`config.mk`:
```
export PLATFORM = sky130hd
export DESIGN_NAME = pipeSpine
export DESIGN_NICKNAME = d
export VERILOG_FILES = /design/src/verilog/spinePkg.sv /design/src/verilog/stageReg.sv /design/src/verilog/nextPc.sv /design/src/verilog/instrDecode.sv /design/src/verilog/pipeControl.sv /design/src/verilog/exceptionUnit.sv /design/src/verilog/pipeSpine.sv
export SDC_FILE = /design/constraint.sdc
export NUM_CORES = 1
export LEC_CHECK = 0
export BUFFER_PORTS_ARGS = -buffer_cell sky130_fd_sc_hd__buf_2
export CAP_MARGIN = 20
export CORE_ASPECT_RATIO = 0.6
export CORE_MARGIN = 3
export CORE_UTILIZATION = 40
export DETAILED_ROUTE_END_ITERATION = 12
export PLACE_DENSITY = 0.54
export REMOVE_ABC_BUFFERS = 1
export SYNTH_ARGS = -nofsm -noshare
export SYNTH_HDL_FRONTEND = slang
export SYNTH_SLANG_ARGS = --single-unit
```
`constraint.sdc`:
```
create_clock -name clk -period 9.2 [get_ports clk]
set_clock_uncertainty 0.1 [all_clocks]
set_input_delay 0.92 -clock clk [delete_from_list [all_inputs] [get_ports clk]]
set_output_delay 0.92 -clock clk [all_outputs]
set_load 0.005 [all_outputs]
```
`src/verilog/spinePkg.sv`:
```
package spinePkg;

	// what the decoder makes of an instruction
	typedef enum logic [1:0] {
		CLS_NORMAL,
		CLS_JUMP,
		CLS_ERET,
		CLS_SYSCALL
	} instrClass_t;

	// IF register contents, straight from the icache
	typedef struct packed {
		logic valid;
		logic [31:0] pc;
		logic [31:0] instr;
	} fetchSlot_t;

	// carried from ID down to WB
	typedef struct packed {
		logic valid;
		logic [31:0] pc;
		instrClass_t cls;
		logic exc;             // raised in ID, taken at MEM2
		logic [4:0] excCode;
		logic isBD;            // sits in a jump's delay slot
	} pipeInstr_t;

	typedef struct packed {
		logic ifWr;
		logic ifFlush;
		logic idWr;
		logic idFlush;
		logic exWr;
		logic exFlush;
		logic mem1Wr;
		logic mem1Flush;
		logic mem2Wr;
		logic mem2Flush;
		logic wbWr;
		logic wbFlush;
	} stageCtl_t;

	// cause codes as in CP0 Cause.ExcCode
	localparam logic [4:0] EXC_SYS = 5'd8;
	localparam logic [4:0] EXC_RI = 5'd10;

	localparam logic [31:0] DEFAULT_RESET_PC = 32'hbfc00000;
	localparam logic [31:0] DEFAULT_EXC_VECTOR = 32'hbfc00380;

endpackage

```
`src/verilog/stageReg.sv`:
```
`timescale 1ns/1ns

module stageReg #(
	parameter type payload_t = logic [31:0]
) (
	input logic clk,
	input logic reset,
	input logic wr,
	input logic flush,
	input payload_t d,
	output payload_t q
);

	// flush beats wr, a squashed stage becomes an all-zero bubble
	always_ff @(posedge clk) begin
		if (reset || flush)
			q <= '0;
		else if (wr)
			q <= d;
	end

endmodule

```
`src/verilog/nextPc.sv`:
```
`timescale 1ns/1ns

module nextPc #(
	parameter logic [31:0] RESET_PC = 32'hbfc00000,
	parameter logic [31:0] EXC_VECTOR = 32'hbfc00380
) (
	input logic clk,
	input logic reset,
	input logic advance,
	input logic icacheValid,
	input logic jumpRedirect,
	input logic [31:0] jumpTarget,
	input logic trapRedirect,
	input logic [31:0] trapTarget,
	output logic [31:0] fetchAddr
);

	logic [31:0] nextAddr;
	logic pcWr;

	// trap/eret first, then jump, else sequential
	always_comb begin
		if (trapRedirect)
			nextAddr = trapTarget;
		else if (jumpRedirect)
			nextAddr = jumpTarget;
		else
			nextAddr = fetchAddr + 32'd4;
	end

	// hold while the fetch is not accepted, unless redirected
	assign pcWr = advance && (trapRedirect || jumpRedirect || icacheValid);

	always_ff @(posedge clk) begin
		if (reset)
			fetchAddr <= RESET_PC;
		else if (pcWr)
			fetchAddr <= nextAddr;
	end

	// both vectors must be usable as fetch addresses
	initial begin
		assert (RESET_PC[1:0] == 2'b00 && EXC_VECTOR[1:0] == 2'b00)
			else $error("reset pc or exception vector not word aligned");
	end

	// jump targets, EPC and the vectors all have to keep this
	assert property (@(posedge clk) disable iff (reset) fetchAddr[1:0] == 2'b00)
		else $error("fetchAddr %h not word aligned", fetchAddr);

endmodule

```
`src/verilog/instrDecode.sv`:
```
`timescale 1ns/1ns

module instrDecode import spinePkg::*; (
	input logic clk,
	input logic reset,
	input logic advance,
	input logic trapRedirect,
	input fetchSlot_t slot,
	input pipeInstr_t idInstr,
	output pipeInstr_t decoded,
	output logic jumpRedirect,
	output logic [31:0] jumpTarget
);

	localparam logic [5:0] OP_SPECIAL = 6'b000000;
	localparam logic [5:0] OP_J = 6'b000010;
	localparam logic [5:0] OP_COP0 = 6'b010000;
	localparam logic [5:0] OP_RES = 6'b111111;
	localparam logic [5:0] FN_SYSCALL = 6'b001100;
	localparam logic [5:0] FN_ERET = 6'b011000;

	logic inDelaySlot;   // last valid instr into ID was a jump
	logic reserved;
	instrClass_t cls;
	logic [5:0] opcode;
	logic [5:0] funct;
	logic [31:0] pcPlus4;

	assign opcode = slot.instr[31:26];
	assign funct = slot.instr[5:0];
	assign pcPlus4 = slot.pc + 32'd4;

	always_comb begin
		cls = CLS_NORMAL;
		reserved = 1'b0;
		case (opcode)
			OP_J: cls = CLS_JUMP;
			OP_COP0: if (funct == FN_ERET) cls = CLS_ERET;
			OP_SPECIAL: if (funct == FN_SYSCALL) cls = CLS_SYSCALL;
			OP_RES: reserved = 1'b1;
			default: ;
		endcase
		// no control transfer allowed in a delay slot
		if (inDelaySlot && (cls == CLS_JUMP || cls == CLS_ERET)) begin
			cls = CLS_NORMAL;
			reserved = 1'b1;
		end
	end

	always_comb begin
		decoded.valid = slot.valid;
		decoded.pc = slot.pc;
		decoded.cls = cls;
		decoded.exc = reserved || cls == CLS_SYSCALL;
		decoded.excCode = reserved ? EXC_RI : (cls == CLS_SYSCALL ? EXC_SYS : 5'd0);
		decoded.isBD = inDelaySlot && slot.valid;
	end

	// a trap flush kills any jump still waiting for its delay slot
	always_ff @(posedge clk) begin
		if (reset || (advance && trapRedirect))
			inDelaySlot <= 1'b0;
		else if (advance && slot.valid)
			inDelaySlot <= cls == CLS_JUMP;
	end

	always_ff @(posedge clk) begin
		if (advance && slot.valid && cls == CLS_JUMP)
			jumpTarget <= {pcPlus4[31:28], slot.instr[25:0], 2'b00};
	end

	// redirect once the delay slot is in IF since the jump may have moved on
	assign jumpRedirect = inDelaySlot && slot.valid;

	// only bubbles may follow the pending jump into ID before its delay slot
	assert property (@(posedge clk) disable iff (reset)
		inDelaySlot |-> !idInstr.valid || idInstr.cls == CLS_JUMP)
		else $error("delay slot record out of step with the ID register");

endmodule

```
`src/verilog/pipeControl.sv`:
```
`timescale 1ns/1ns

module pipeControl import spinePkg::*; (
	input logic clk,
	input logic reset,
	input logic memStall,
	input logic icacheValid,
	input logic jumpRedirect,
	input logic trapRedirect,
	output stageCtl_t ctl,
	output logic advance,
	output logic ifBubble
);

	logic trapFlush;

	// one global stall, the whole pipe freezes on data back-pressure
	assign advance = !memStall;
	assign trapFlush = advance && trapRedirect;

	// no fetch this cycle, or the fetch is the one after a delay slot
	assign ifBubble = !icacheValid || jumpRedirect;

	always_comb begin
		ctl.ifWr = advance;
		ctl.idWr = advance;
		ctl.exWr = advance;
		ctl.mem1Wr = advance;
		ctl.mem2Wr = advance;
		ctl.wbWr = 1'b1;        // takes a bubble while stalled
		ctl.ifFlush = trapFlush;
		ctl.idFlush = trapFlush;
		ctl.exFlush = trapFlush;
		ctl.mem1Flush = trapFlush;
		ctl.mem2Flush = trapFlush;
		ctl.wbFlush = 1'b0;     // trapping instr still commits
	end

	// MEM2 is empty right after a trap or eret flush
	assert property (@(posedge clk) disable iff (reset)
		trapFlush |=> !trapRedirect)
		else $error("redirect in MEM2 survived a flush");

endmodule

```
`src/verilog/exceptionUnit.sv`:
```
`timescale 1ns/1ns

module exceptionUnit import spinePkg::*; #(
	parameter logic [31:0] EXC_VECTOR = 32'hbfc00380
) (
	input logic clk,
	input logic reset,
	input logic advance,
	input pipeInstr_t mem2Instr,
	output logic trapRedirect,
	output logic [31:0] trapTarget
);

	logic [31:0] epc;
	logic isTrap;
	logic isEret;

	assign isTrap = mem2Instr.valid && mem2Instr.exc;
	assign isEret = mem2Instr.valid && mem2Instr.cls == CLS_ERET;

	assign trapRedirect = isTrap || isEret;
	assign trapTarget = isTrap ? EXC_VECTOR : epc;   // eret returns to epc

	// restart at the jump when the victim sat in its delay slot
	always_ff @(posedge clk) begin
		if (reset)
			epc <= 32'd0;
		else if (advance && isTrap)
			epc <= mem2Instr.isBD ? mem2Instr.pc - 32'd4 : mem2Instr.pc;
	end

	// decoder turns a faulting eret into a reserved normal instr
	assert property (@(posedge clk) disable iff (reset)
		mem2Instr.valid |-> !(mem2Instr.exc && mem2Instr.cls == CLS_ERET))
		else $error("eret carrying an exception at MEM2, pc %h", mem2Instr.pc);

endmodule

```
`src/verilog/pipeSpine.sv`:
```
`timescale 1ns/1ns

module pipeSpine import spinePkg::*; #(
	parameter logic [31:0] RESET_PC = DEFAULT_RESET_PC,
	parameter logic [31:0] EXC_VECTOR = DEFAULT_EXC_VECTOR
) (
	input logic clk,
	input logic reset,
	output logic [31:0] fetchAddr,
	input logic [31:0] instr,
	input logic icacheValid,
	input logic memStall,
	output logic wbValid,
	output pipeInstr_t wbInstr
);

	stageCtl_t ctl;
	logic advance;
	logic ifBubble;
	logic jumpRedirect;
	logic trapRedirect;
	logic [31:0] jumpTarget;
	logic [31:0] trapTarget;

	fetchSlot_t fetchIn;
	fetchSlot_t ifOut;
	pipeInstr_t idIn;
	pipeInstr_t idOut;
	pipeInstr_t exOut;
	pipeInstr_t mem1Out;
	pipeInstr_t mem2Out;
	pipeInstr_t wbIn;

	nextPc #(
		.RESET_PC(RESET_PC),
		.EXC_VECTOR(EXC_VECTOR)
	) pcGen (
		.clk(clk),
		.reset(reset),
		.advance(advance),
		.icacheValid(icacheValid),
		.jumpRedirect(jumpRedirect),
		.jumpTarget(jumpTarget),
		.trapRedirect(trapRedirect),
		.trapTarget(trapTarget),
		.fetchAddr(fetchAddr)
	);

	pipeControl ctrl (
		.clk(clk),
		.reset(reset),
		.memStall(memStall),
		.icacheValid(icacheValid),
		.jumpRedirect(jumpRedirect),
		.trapRedirect(trapRedirect),
		.ctl(ctl),
		.advance(advance),
		.ifBubble(ifBubble)
	);

	// icache data is combinational on fetchAddr
	always_comb begin
		fetchIn = '0;
		if (!ifBubble) begin
			fetchIn.valid = 1'b1;
			fetchIn.pc = fetchAddr;
			fetchIn.instr = instr;
		end
	end

	stageReg #(.payload_t(fetchSlot_t)) ifReg (
		.clk(clk), .reset(reset), .wr(ctl.ifWr), .flush(ctl.ifFlush),
		.d(fetchIn), .q(ifOut)
	);

	instrDecode decode (
		.clk(clk),
		.reset(reset),
		.advance(advance),
		.trapRedirect(trapRedirect),
		.slot(ifOut),
		.idInstr(idOut),
		.decoded(idIn),
		.jumpRedirect(jumpRedirect),
		.jumpTarget(jumpTarget)
	);

	stageReg #(.payload_t(pipeInstr_t)) idReg (
		.clk(clk), .reset(reset), .wr(ctl.idWr), .flush(ctl.idFlush),
		.d(idIn), .q(idOut)
	);

	stageReg #(.payload_t(pipeInstr_t)) exReg (
		.clk(clk), .reset(reset), .wr(ctl.exWr), .flush(ctl.exFlush),
		.d(idOut), .q(exOut)
	);

	stageReg #(.payload_t(pipeInstr_t)) mem1Reg (
		.clk(clk), .reset(reset), .wr(ctl.mem1Wr), .flush(ctl.mem1Flush),
		.d(exOut), .q(mem1Out)
	);

	stageReg #(.payload_t(pipeInstr_t)) mem2Reg (
		.clk(clk), .reset(reset), .wr(ctl.mem2Wr), .flush(ctl.mem2Flush),
		.d(mem1Out), .q(mem2Out)
	);

	exceptionUnit #(
		.EXC_VECTOR(EXC_VECTOR)
	) excUnit (
		.clk(clk),
		.reset(reset),
		.advance(advance),
		.mem2Instr(mem2Out),
		.trapRedirect(trapRedirect),
		.trapTarget(trapTarget)
	);

	// a held MEM2 instr must not commit twice
	always_comb begin
		wbIn = mem2Out;
		wbIn.valid = mem2Out.valid && advance;
	end

	stageReg #(.payload_t(pipeInstr_t)) wbReg (
		.clk(clk), .reset(reset), .wr(ctl.wbWr), .flush(ctl.wbFlush),
		.d(wbIn), .q(wbInstr)
	);

	assign wbValid = wbInstr.valid;

endmodule

```
==> metrics.csv <==
metric;value;unit
numPortBuffers;107;
maxSlewHeadroom;27.3;%
holdWs;333;ps
antenna_found_initial;1;
cts_tree;built;
fill_cells;3129;
pwr-share-seq;49.9;%
drt_iter0_markers;801;
drive_gt1_share;13.0;%
synth.cell_area;13800;µm²
gp_congestion;0.841;
power.switching_fraction;22.0;%
rows;51;
max_cap_viol_count;0;
grt_pass1_vias;9800;
ctsRootBufferMaster;clkbuf_16;
synth_cells;1405;
grt_max_degree;85;
grt-ovfl-total;0;
regToRegSetupSlack;5650;ps
cts_resized;0;
synthArstFlopShare;0;%
powerDensity;200;nW/µm²
synth_edf_count;30;
ys_warn_count;0;
final_antenna_net_count;0;
clockPowerShare;46.3;%
cts_hold_buf;0;
yosysSeqAreaShare;53.0;%
start_util;41.5;%
synth_top_area_share;46.5;%
status;finished clean;
holdPathStages;0;
register_area;7310;µm²
max_freq;281;MHz
p_int;0.00246;W
diodes;0;
die_h;150;µm
start_kind;register;
p_sw;0.000692;W
ys_ff_latch;350;
setup_viol;0;
clk_latency;520;ps
synth.avg_cell_area;9.80;µm²
nets;1491;
max_slew.worst_pin.slew;1090;ps
setup_tns;0;ps
p_comb_share;3.9;%
synthAdderAreaFrac;0.182;%
vias_per_cell;5.37;
place_hpwl;23600;µm
layout.cells.non_filler;1929;
hold_viol;0;
drt_wl_total;35600;µm
crit_type;register to register;
vias;10400;
core-area;33200;µm²
r2r_cells;5;
worst-endpoint-required;9460;ps
io_pins;111;
period_needed;3550;ps
synth-compound-area-share;12.5;%
cp.arrival;3820;ps
fin_crit_sh;38.6;%
synthMuxAreaShare;11.0;%
slew_viol_final;0;
ys.flop_type;dfxtp_1;
vdd_drop_max;0.000115;V
synth-simple-area-share;17.0;%
finalPower;0.00315;W
synthTopCellsByCount;dfxtp_1 (320), nor2_1 (263), mux2i_1 (151), clkbuf_1 (80), a22oi_1 (64);
cts_made_buffers;35;
grt_pass1_wl;56400;µm
drtPass1Iterations;5;
synthToLayoutAreaGrowth;14.2;%
synth_xor_area_share;2.61;%
drc_errors;0;
wl_per_cell;18.5;µm
clock-sinks;350;
htree_levels;2;
dieArea;36800;µm²
rsz0062_at_grt;false;
hold_class;register to register;
path_clk_slew;60;ps
yosysMostFrequentCell;dfxtp_1;
netlist-cell-type-count;70;
synth.area.top_cells;dfxtp_1 (47%), mux2i_1 (11%), nor2_1 (7.2%);
clockBufferDepth;3;
die_x;246;µm
synth_top_family_by_area;simple AND/OR/NAND/NOR gates;
track_usage;19.4;%
multi_input_area;5990;µm²
synth.largest_area_cell;dfxtp_1;
critPathMaxFanout;84;
cp-end-kind;register;
p_leak;6.20;nW
post_cts_buffers;0;
placed_cells;1866;
worst max-delay path, cell delays in order (launching register included):
cell     delay [ps]
dfxtp_1         410
nor2b_1         770
o21ai_0         430
nand2_4         710
buf_4           810
nor2_1          140
layout by cell type (no fill, tap or decap), types with 16 or more instances in the layout:
master and instances:
a211oi_1 16, a21oi_1 45, a22oi_1 64, buf_2 106, clkbuf_16 39, dfxtp_1 320, edfxtp_1 30, mux2i_1 151
nand2_1 47, nand3_1 17, nand4_1 26, nor2_1 263, nor2b_1 41, nor3_1 23, o21ai_0 42, xnor2_1 16
xor2_1 25
cells by family (layout without fill, tap and decap cells):
logic type               Yosys count  in the layout
other                              1              3
flip-flops                       350            350
XOR/XNOR                          41             41
AND/OR/NAND/NOR                  490            490
multiplexers                     151            151
AO/OA/AOI/OAI                    247            247
adder cells (fa/ha/maj)            2              2
buffers and inverters            123            195
stage by stage:
| stage | util, % | setup slack [ps] | instance area (µm²) |
|---|---|---|---|
| floorplan | - | 3910 | 13300 |
| global placement | 43.9 | 5450 | 14600 |
| detailed placement | 43.9 | 5430 | 14600 |
| CTS | 47.4 | 5610 | 15700 |
| global route | 47.4 | 5280 | 15700 |
| finish | 47.4 | 5650 | 15700 |
cell type report:
type | count | share of cell area [%]
Clock buffer | 50 | 6.72
Clock inverter | 13 | 0.756
Inverter | 11 | 0.263
Multi-Input combinational cell | 934 | 38.1
Sequential cell | 350 | 46.5
Tap cell | 450 | 3.58
Timing Repair Buffer | 121 | 4.14
power groups by stage:
stage	clock network, W	logic [W]	registers, W
final	0.00146	0.000122	0.00157
after global routing	0.00156	0.000135	0.00157
after CTS	0.00149	0.000123	0.00157
after detailed placement	0	0.000122	0.00160
after global placement	0	0.000121	0.00160
after floorplan	0	0.0000622	0.00160
layer usage:
metal | wire length (µm) | vias to the layer above | GRT usage (%)
met5 | 0 | - | 0
met4 | 580 | 0 | 4.92
met3 | 2300 | 41 | 4.12
met2 | 14000 | 308 | 26.8
met1 | 18800 | 4917 | 30.2
li1 | - | 5096 | -
flip-flops by register name (all words and copies together) (netlist names):
register / flops
ifReg.q: 65
exReg.q: 38
idReg.q: 38
mem1Reg.q: 38
mem2Reg.q: 38
wbReg.q: 38
excUnit.epc: 32
pcGen.fetchAddr: 32
decode.jumpTarget: 30
decode.inDelaySlot: 1
path summary, 6_finish.rpt:
path / to / startpoint
worst max-delay path: exReg.q[29] / mem2Reg.q[8]
worst min-delay path: decode.jumpTarget[10] / ifReg.q[8]
worst min register to register: decode.jumpTarget[10] / ifReg.q[8]
worst max register to register: exReg.q[29] / mem2Reg.q[8]
No activity file was read; power rests on OpenSTA's default activity.
